==> src/hdl/fetch_pkg.sv <==
package fetch_pkg;

    // RV32 base widths
    localparam int iwidth   = 32;
    localparam int pc_width = 32;

    // Opcodes the predecoder acts on
    localparam logic [6:0] opcode_jal    = 7'b1101111;
    localparam logic [6:0] opcode_branch = 7'b1100011;

    // One instruction word, seen as J-type or B-type
    typedef union packed {
        struct packed {
            logic       imm20;
            logic [9:0] imm10_1;
            logic       imm11;
            logic [7:0] imm19_12;
            logic [4:0] rd;
            logic [6:0] opcode;
        } j_view;
        struct packed {
            logic       imm12;
            logic [5:0] imm10_5;
            logic [4:0] rs2;
            logic [4:0] rs1;
            logic [2:0] funct3;
            logic [3:0] imm4_1;
            logic       imm11;
            logic [6:0] opcode;
        } b_view;
    } instr_word_u;

endpackage

==> src/hdl/instruction_fetch.sv <==
module instruction_fetch (
    input  logic                           f_clk,
    input  logic                           f_rst,
    input  logic                           fetch_en,
    input  logic                           stall,
    input  logic                           ack,
    input  logic [fetch_pkg::iwidth-1:0]   instr,
    input  logic                           redirect_valid,
    input  logic [fetch_pkg::pc_width-1:0] redirect_pc,
    output logic                           req,
    output logic [fetch_pkg::pc_width-1:0] req_addr,
    output logic                           out_valid,
    output logic [fetch_pkg::iwidth-1:0]   out_instr,
    output logic [fetch_pkg::pc_width-1:0] out_addr
);
    import fetch_pkg::*;

    localparam logic [pc_width-1:0] reset_pc = '0;

    // Address of the request in flight, or of the next one to raise
    logic [pc_width-1:0] pc;
    logic [pc_width-1:0] pc_next;

    // Two bits, since up to two redirects can land during one request
    logic [1:0] epoch;
    logic [1:0] epoch_next;
    logic [1:0] req_epoch;

    // Output slot holding one fetched word
    logic pend;

    logic stale;
    logic slot_free;
    logic take;

    // Response from an older path, or one that a redirect overtakes now
    assign stale     = (req_epoch != epoch) || redirect_valid;
    // Slot empty, or its word goes out this cycle
    assign slot_free = !pend || !stall;
    assign take      = req && ack && !stale && slot_free;

    assign epoch_next = redirect_valid ? epoch + 2'd1 : epoch;

    always_comb begin
        pc_next = pc;
        if (redirect_valid) begin
            pc_next = redirect_pc;
        end
        else if (take) begin
            pc_next = pc + pc_width'(4);
        end
    end

    always_ff @(posedge f_clk or negedge f_rst) begin
        if (!f_rst) begin
            pc        <= reset_pc;
            epoch     <= 2'd0;
            req_epoch <= 2'd0;
            req       <= 1'b0;
            req_addr  <= reset_pc;
            pend      <= 1'b0;
        end
        else begin
            pc    <= pc_next;
            epoch <= epoch_next;

            // req stays up until ack, then the next one follows right away
            if (!req || ack) begin
                req       <= fetch_en && !stall;
                req_addr  <= pc_next;
                req_epoch <= epoch_next;
            end

            if (take) begin
                pend <= 1'b1;
            end
            else if (redirect_valid || !stall) begin
                pend <= 1'b0;
            end
        end
    end

    // Word and its address; a full slot at ack means a replay of pc
    always_ff @(posedge f_clk) begin
        if (take) begin
            out_instr <= instr;
            out_addr  <= req_addr;
        end
    end

    assign out_valid = pend && !stall;

    req_addr_hold: assert property (
        @(posedge f_clk) disable iff (!f_rst)
        req && !ack |=> req && $stable(req_addr)
    ) else $error("req_addr changed while a request waited for ack");

endmodule

==> config.mk <==
export PLATFORM = sky130hd
export DESIGN_NAME = instruction_fetch
export DESIGN_NICKNAME = d
export VERILOG_FILES = /design/src/hdl/fetch_pkg.sv /design/src/hdl/instruction_fetch.sv
export SDC_FILE = /design/constraint.sdc
export NUM_CORES = 1
export LEC_CHECK = 0
export BUFFER_PORTS_ARGS = -buffer_cell sky130_fd_sc_hd__clkbuf_2
export CAP_MARGIN = 20
export CORE_MARGIN = 3
export CORE_UTILIZATION = 29
export DETAILED_ROUTE_END_ITERATION = 8
export PLACE_DENSITY = 0.48
export REMOVE_ABC_BUFFERS = 1
export SLEW_MARGIN = 20
export SYNTH_ARGS = -nofsm -noshare
export SYNTH_HDL_FRONTEND = slang
export SYNTH_SLANG_ARGS = --single-unit
==> constraint.sdc <==
create_clock -name f_clk -period 7.15 [get_ports f_clk]
set_input_delay 0.3575 -clock f_clk [delete_from_list [all_inputs] [get_ports f_clk]]
set_output_delay 0.3575 -clock f_clk [all_outputs]
set_load 0.005 [all_outputs]
==> results of run 1 <==
[power groups by stage]
stage	registers (mW)	clock network, mW	logic (mW)
final	0.958	0.857	0.245
after detailed placement	0.974	0	0.250
after global routing	0.970	0.914	0.275
after floorplan	0.966	0	0.128
after CTS	0.960	0.880	0.251
after global placement	0.970	0	0.246
[worst min path at each step]
stage,end,startpoint,cells past startpoint,slack [ns]
final,req_addr[4],f_rst,1,0.09
after global routing,out_instr[18],instr[18],1,0.1
after CTS,out_instr[26],instr[26],1,0.1
after detailed placement,out_addr[7],req_addr[7],0,0.46
after global placement,out_addr[12],req_addr[12],0,0.46
after floorplan,epoch[0],f_rst,0,0.06
[cell type report]
cell class,count,area [um^2]
clock buffer,24,482
clock inverter,8,98.8
fill,1737,11100
inverter,8,31.3
multi-input combinational,229,1630
sequential,134,3670
tap,229,287
timing repair buffer,172,883
[per-layer routing]
layer,GRT usage,share of wire,vias up
met3,0.0489,0.069,12
met2,0.205,0.45,144
met4,0.0455,0.011,2
met5,0,0.00045,-
met1,0.174,0.47,1789
li1,-,-,1781
[per-stage QoR]
step                      std cells  area (um^2)
after floorplan                 371         5320
after global placement          771         6490
after detailed placement        771         6490
after CTS                       803         7070
after global routing            804         7080
final                           804         7080
[flip-flops by register name, indices dropped and copies added (netlist names)]
signal / cells
epoch: 2
out_addr: 32
out_instr: 32
pc: 32
pend: 1
req: 1
req_addr: 32
req_epoch: 2
[cells by family (layout without fill, tap and decap cells)]
kind of cell,after synthesis,count (layout),synth area share
flip-flops,134,134,0.676
buffers and inverters,30,212,0.0256
adder cells (fa/ha/maj),1,1,0.00230
XOR/XNOR,32,32,0.0516
AO/OA/AOI/OAI,52,52,0.0647
AND/OR/NAND/NOR,121,121,0.132
multiplexers,23,23,0.0477
[layout by cell type, fill, tap and decap left out, drive strengths merged, types with 2 or more instances in the layout]
cell type  Yosys  layout
a21oi         21      21
a221o         16      16
and3          23      23
and4           4       4
buf            7       6
bufinv         0       2
clkbuf        15     190
clkinv         0       5
clkinvlp       0       2
dfrtp         70      70
edfxtp        64      64
inv            8       7
mux2          23      23
nand2         22      22
nand3         10      10
nand4          7       7
nor2          29      29
nor2b          2       2
nor3          11      11
nor4           9       9
o21ai          8       8
o22ai          5       5
xnor2         17      17
xor2          15      15
==> impl_metrics.tcl, run 1 <==
set metrics [dict create \
    drc 0 \
    regToRegEndpoint "req_addr[6]" \
    fin_hold_ws_ns 0.0905 \
    crit_chain "xnor2_1 -> nand4_4 -> clkinv_2 -> buf_4 -> nand4_1 -> or4_1 -> nand3_1" \
    drive_gt1_frac 0.414 \
    power_frac_seq 0.465 \
    postRouteAntennaNets 0 \
    grt_setup_unrepaired "no" \
    outcome "completed" \
    yosysSeqAreaShare 0.676 \
    num_rows 49 \
    first_iter_violations 145 \
    sw_frac_of_total 0.246 \
    synthArstFlopShare 0.522 \
    slowest_stage "buf_4" \
    core_area_um2 18200 \
    power-per-cell-area_nw_per_um2 291 \
    cp-endpoint "req_addr[6]" \
    clock_latency_ns 0.41 \
    numCtsBuffers 17 \
    drt-pass1-iter-count 4 \
    cp.buffers_inverters 2 \
    slowest_delay_ns 0.73 \
    synthTopCellsByCount "dfrtp_1 (70), edfxtp_1 (64), nor2_1 (29)" \
    grt_antenna_before_repair 0 \
    combPwrFrac 0.119 \
    cts_sinks 134 \
    clock-skew-final_ns 0.00900 \
    yosysMostFrequentCell "dfrtp_1" \
    syn_avg_cell_area_um2 13.8 \
    start_kind "register" \
    vias 3728 \
    ys_top_cells_by_area "edfxtp_1 (35%), dfrtp_1 (32%), mux2_2 (4.8%)" \
    cts_htree_levels 4 \
    die_w_um 143 \
    synth.distinct_cells 37 \
    worst_pin_slew_ns 0.959 \
    area_growth_pct 30.4 \
    root_buffer "clkbuf_16" \
    yosysTopAreaCell "edfxtp_1" \
    rr_worst_depth 7 \
    cp_max_fo 71 \
    clockBufferDepth 2 \
    die_area_um2 20400 \
    viasPerCell 4.64 \
    fin_util 0.389 \
    setup-tns-final_ns 0 \
    leakage_nw 3.04 \
    cts_tree "built" \
    timing.rr.start "epoch[0]" \
    io_buffers 167 \
    synth-edff-count 64 \
    grt_overflow 0 \
    grt_pass1_vias 3911 \
    grtUsageTotal 0.133 \
    synth_seq_cells 134 \
    synth_area_um2 5430 \
    hold_violations 0 \
    crit_path_end_kind "register" \
    maxCapViolations 0 \
    ir_drop_mv 0.164 \
    switchingPower_uw 506 \
    cts-resized-gates 0 \
    fin_crit_ns 2.93 \
    clkSlewWorstSetupHoldPaths_ns 0.06 \
    place_ws_ns 3.89 \
    path_depth 7 \
    wirelength_um 13300 \
    grt_pass1_wl_um 21000 \
    syn-instance-count 393 \
    crit_required_ns 7.50 \
    post-route-period-util 0.410 \
    crit_type "reg2reg" \
    n_antenna_cell 0 \
    worstHoldPathType "in2async" \
    grt_start_max_net_pins 72 \
    crit_start "epoch[0]" \
    layout_setup_ws_ns 4.22 \
    setup_viol 0 \
    internal_power_mw 1.55 \
    yosys_warnings 0 \
    regToRegSetupSlack_ns 4.22 \
    cts_setup_buffers 0 \
    ctsHoldBuffers 0 \
    dpl.hpwl_um 8790 \
    arrival_ns 3.28 \
    fmax_ghz 0.341 \
    max_slew_margin 0.360 \
    ys.flop_type "dfrtp_1" \
    maxSlewViolCount 0 \
    clkPwrFrac 0.416 \
    start_util 0.298 \
    gp_congestion 0.758 \
    power.total_mw 2.06 \
    ios 168 \
    yosysTopAreaCellShare 0.354 \
    die_y_um 143 \
    critPathTopFamily "simple AND/OR/NAND/NOR gates" \
    wl_per_cell_um 16.5 \
    layout.nets 633 \
]
Note: power is estimated with default switching activity, not from simulation.
==> inputs of run 2 (changes only) <==
- clock period: 7.15 -> 3.07 ns (I/O delays scaled with it)
==> run 2 against run 1 <==
Net effect: first-iteration DRC count is 23% higher; via count is 8.2% higher; non-clock buffer count is 63 higher; routed wire length is 6.0% higher; clock skew hardly changed; highest routed layer is now met4.
==> impl_metrics.tcl, run 2 (synthesis gave the netlist of run 1 again) <==
set metrics [dict create \
    die_y_um 143 \
    setup-tns-final_ns 0 \
    leakage_nw 3.32 \
    crit_required_ns 3.37 \
    post-route-period-util 0.743 \
    layout_common_cells "clkbuf_2 (166), dfrtp_1 (70), edfxtp_1 (64)" \
    rr_worst_depth 6 \
    vias 4034 \
    wirelength_um 14100 \
    design_area_um2 7730 \
    ctsHoldBuffers 60 \
    timing.rr.start "epoch[0]" \
    power-per-cell-area_nw_per_um2 646 \
    cts_setup_buffers 0 \
    gp_congestion 0.737 \
    grt_setup_unrepaired "no" \
    met3_usage 0.0506 \
    met1_usage 0.182 \
    max_slew_margin 0.370 \
    place_area_um2 6520 \
    power_frac_seq 0.447 \
    die_w_um 143 \
    io_buffers 167 \
    grt-busiest-layer "met2" \
    start_util 0.298 \
    combPwrFrac 0.128 \
    fmax_ghz 0.438 \
    crit_type "reg2reg" \
    numCtsBuffers 17 \
    worstHoldPathType "in2reg" \
    clock_latency_ns 0.42 \
    viasPerCell 4.65 \
    cp_max_fo 16 \
    n_antenna_cell 0 \
    crit_path_end_kind "register" \
    drc 0 \
    num_rows 49 \
    root_buffer "clkbuf_16" \
    hold_depth 3 \
    fin_crit_ns 2.28 \
    maxSlewViolCount 0 \
    cts_tree "built" \
    wl_per_cell_um 16.3 \
    ir_drop_mv 0.392 \
    grt_antenna_before_repair 0 \
    cts_htree_levels 4 \
    hold_start "redirect_pc[14]" \
    grt_pass1_vias 4221 \
    internal_power_mw 3.71 \
    clock-skew-final_ns 0.00863 \
    worst_pin_slew_ns 0.945 \
    area_growth_pct 42.4 \
    fin_hold_ws_ns 0.0186 \
    first_iter_violations 179 \
    regToRegSetupSlack_ns 0.79 \
    drt-pass1-iter-count 4 \
    globalRouteMet2Util 0.224 \
    die_area_um2 20400 \
    setup_viol 0 \
    ios 168 \
    switchingPower_mw 1.28 \
    grt_pass1_wl_um 22300 \
    grtUsageTotal 0.141 \
    cts-resized-gates 0 \
    arrival_ns 2.59 \
    drive_gt1_frac 0.382 \
    dpl.hpwl_um 9270 \
    crit_start "epoch[0]" \
    maxCapViolations 0 \
    grt_start_max_net_pins 71 \
    clockBufferDepth 2 \
    sw_frac_of_total 0.257 \
    layout_commonest_cell "clkbuf_2" \
    clkSlewWorstSetupHoldPaths_ns 0.06 \
    clkPwrFrac 0.425 \
    start_kind "register" \
    layout.nets 696 \
    outcome "completed" \
    postRouteAntennaNets 0 \
    cts_sinks 134 \
    grt_overflow 0 \
    core_area_um2 18200 \
    hold_violations 0 \
]
[run 2: path summary, 6_finish.rpt]
check,endpoint
max,req_addr[26]
min,pc[14]
max reg2reg,req_addr[26]
min reg2reg,out_addr[27]
max in group asynchronous,req_addr[27]
min in group asynchronous,req_addr[11]
[run 2: layout make-up]
| class | instances | area, um^2 |
|---|---|---|
| Clock inverter | 15 | 190 |
| Tap cell | 229 | 287 |
| Inverter | 8 | 31.3 |
| Clock buffer | 17 | 425 |
| Timing Repair Buffer | 235 | 1500 |
| Multi-Input combinational cell | 229 | 1630 |
| Fill cell | 1667 | 10500 |
| Sequential cell | 134 | 3670 |
[run 2: per-layer routing]
metal  vias to the layer above  share of wire
met3                         9          0.069
met4                         0          0.010
met2                       144           0.46
li1                       1919              -
met5                         -              0
met1                      1962           0.46
[run 2: worst max-delay path: stages, from the launching register on]
cell and delay, ns:
dfrtp_1 0.41, xnor2_1 0.28, nand4_4 0.33, buf_4 0.31
nor4_1 0.37, xor2_1 0.14, a221o_1 0.33
[run 2: power groups by stage]
stage / Sequential [mW] / Combinational (mW) / Clock [mW]
final: 2.23 / 0.641 / 2.12
after CTS: 2.24 / 0.654 / 2.19
after floorplan: 2.25 / 0.299 / 0
after detailed placement: 2.27 / 0.587 / 0
after global routing: 2.26 / 0.716 / 2.27
after global placement: 2.26 / 0.577 / 0
[run 2: through the flow]
step | setup slack, ns | total power, mW | util | std cells
after floorplan | 0.339 | 2.55 | - | 371
after global routing | 0.592 | 5.25 | 0.425 | 867
after detailed placement | 0.795 | 2.86 | 0.358 | 775
after CTS | 0.775 | 5.08 | 0.425 | 867
after global placement | 0.841 | 2.84 | 0.358 | 775
final | 0.788 | 5.00 | 0.425 | 867
==> inputs of run 3 (changes only) <==
- clock period: 3.07 -> 2.17 ns (I/O delays scaled with it)
==> run 3 against run 2 <==
Net effect: global-route usage rose by 0.067 points; count of clock-buffer cells in the layout is 1 higher; setup slack got worse by 0.68 ns; clock power up 32%; hold slack better by 0.068 ns; register-to-register slack worse by 0.68 ns; highest routed layer unchanged; power rose by 41%; sequential cell count stayed put; utilization is 1.1 points higher.
==> impl_metrics.tcl, run 3 (synthesis gave the netlist of run 1 again) <==
set metrics [dict create \
    outcome "completed" \
    power_frac_seq 0.450 \
    grt_start_max_net_pins 71 \
    grtUsageTotal 0.142 \
    die_w_um 143 \
    sw_frac_of_total 0.272 \
    fin_crit_ns 2.06 \
    wl_per_cell_um 16.4 \
    place_area_um2 6610 \
    place_ws_ns 0.0128 \
    core_area_um2 18200 \
    fillers 1656 \
    worstHoldPathType "in2reg" \
    max_slew_margin 0.381 \
    grt_pass1_vias 4147 \
    grt_pass1_wl_um 22300 \
    root_buffer "clkbuf_16" \
    viasPerCell 4.63 \
    crit_type "reg2reg" \
    clkPwrFrac 0.398 \
    ir_drop_mv 0.560 \
    vias 4098 \
    leakage_nw 3.40 \
    maxSlewViolCount 0 \
    drc 0 \
    fmax_ghz 0.485 \
    register_area_um2 3670 \
    crit_required_ns 2.48 \
    layout_commonest_cell "clkbuf_2" \
    cts_sinks 134 \
    n_antenna_cell 0 \
    layout_setup_ws_ns 0.106 \
    multi_input_area_um2 1690 \
    power-per-cell-area_nw_per_um2 885 \
    dpl.hpwl_um 9520 \
    design_area_um2 7930 \
    wirelength_um 14500 \
    die_y_um 143 \
    cp_max_fo 9 \
    io_buffers 167 \
    crit_path_end_kind "register" \
    grt_antenna_before_repair 0 \
    layout.nets 714 \
    cts_tree "built" \
    numCtsBuffers 17 \
    ios 168 \
    cts_htree_levels 4 \
    switchingPower_mw 1.91 \
    grt_overflow 0 \
    clkSlewWorstSetupHoldPaths_ns 0.06 \
    num_rows 49 \
    area_growth_pct 45.9 \
    layout_common_cells "clkbuf_2 (166), dfrtp_1 (70), dlygate4sd3_1 (67)" \
    start_util 0.298 \
    postRouteAntennaNets 0 \
    clock-skew-final_ns 0.0166 \
    post-route-period-util 0.951 \
    drt-pass1-iter-count 4 \
    internal_power_mw 5.11 \
    combPwrFrac 0.152 \
    maxCapViolations 0 \
    hold_violations 0 \
    gp_congestion 0.763 \
    first_iter_violations 156 \
    clockBufferDepth 2 \
    drive_gt1_frac 0.398 \
    start_kind "register" \
    worst_pin_slew_ns 0.929 \
    fin_hold_ws_ns 0.0868 \
    die_area_um2 20400 \
    arrival_ns 2.37 \
    setup_viol 0 \
    clock_latency_ns 0.42 \
]
==> run 3: final cells by class <==
class	count	share of cell area
multi-input cells	230	0.213
inverters	8	0.00395
flip-flops and latches	134	0.463
repair buffers	252	0.212
clock buffers	18	0.0541
well taps	229	0.0361
clock inverters	14	0.0175
==> run 3: worst max-delay path, cell delays in order, from the launching register on <==
cell     delay [ns]
dfrtp_1        0.41
xnor2_2        0.33
nand4_4        0.26
buf_4          0.22
nor4_2         0.29
xor2_1         0.12
a221o_1        0.32
==> run 3: power groups by stage <==
stage | Combinational, mW | Sequential, mW | Clock (mW)
6_report | 1.07 | 3.16 | 2.79
5_1_grt | 1.18 | 3.20 | 2.98
4_1_cts | 0.998 | 3.15 | 2.87
3_5_place_dp | 0.896 | 3.20 | 0
3_3_place_gp | 0.880 | 3.19 | 0
2_1_floorplan | 0.423 | 3.18 | 0
==> run 3: timing repair <==
action,in CTS,in global routing
setup endpoints to repair,0,25
gates resized for setup,0,8
endpoints found under the hold margin,139,0
setup buffers,0,3
hold buffers,67,0
==> run 3: worst paths after layout <==
path / from / slack, ns / cells after the start / to
min: ack / 0.09 / 4 / req_epoch[0]
max reg2reg: epoch[0] / 0.11 / 6 / req_addr[28]
min reg2reg: req_addr[10] / 0.47 / 0 / out_addr[10]
max in group asynchronous: f_rst / 1.20 / 2 / pc[17]
max: epoch[0] / 0.11 / 6 / req_addr[28]
min in group asynchronous: f_rst / 0.38 / 2 / req_addr[5]
==> run 3: per-layer routing <==
layer  vias up  track usage  routed length (um)
met2       151        0.227                6670
met1      1979        0.183                6650
met4         0       0.0470                 178
met3        16       0.0452                 996
li1       1952            -                   -
met5         -            0                   0
==> run 3: through the flow <==
step	instances	setup TNS, ns	total power [mW]	utilization
2_1_floorplan	371	-12.74	3.61	-
3_3_place_gp	782	0	4.07	0.363
3_5_place_dp	782	0	4.09	0.363
4_1_cts	881	0	7.02	0.431
5_1_grt	885	-0.0400	7.35	0.435
6_report	885	0	7.02	0.435
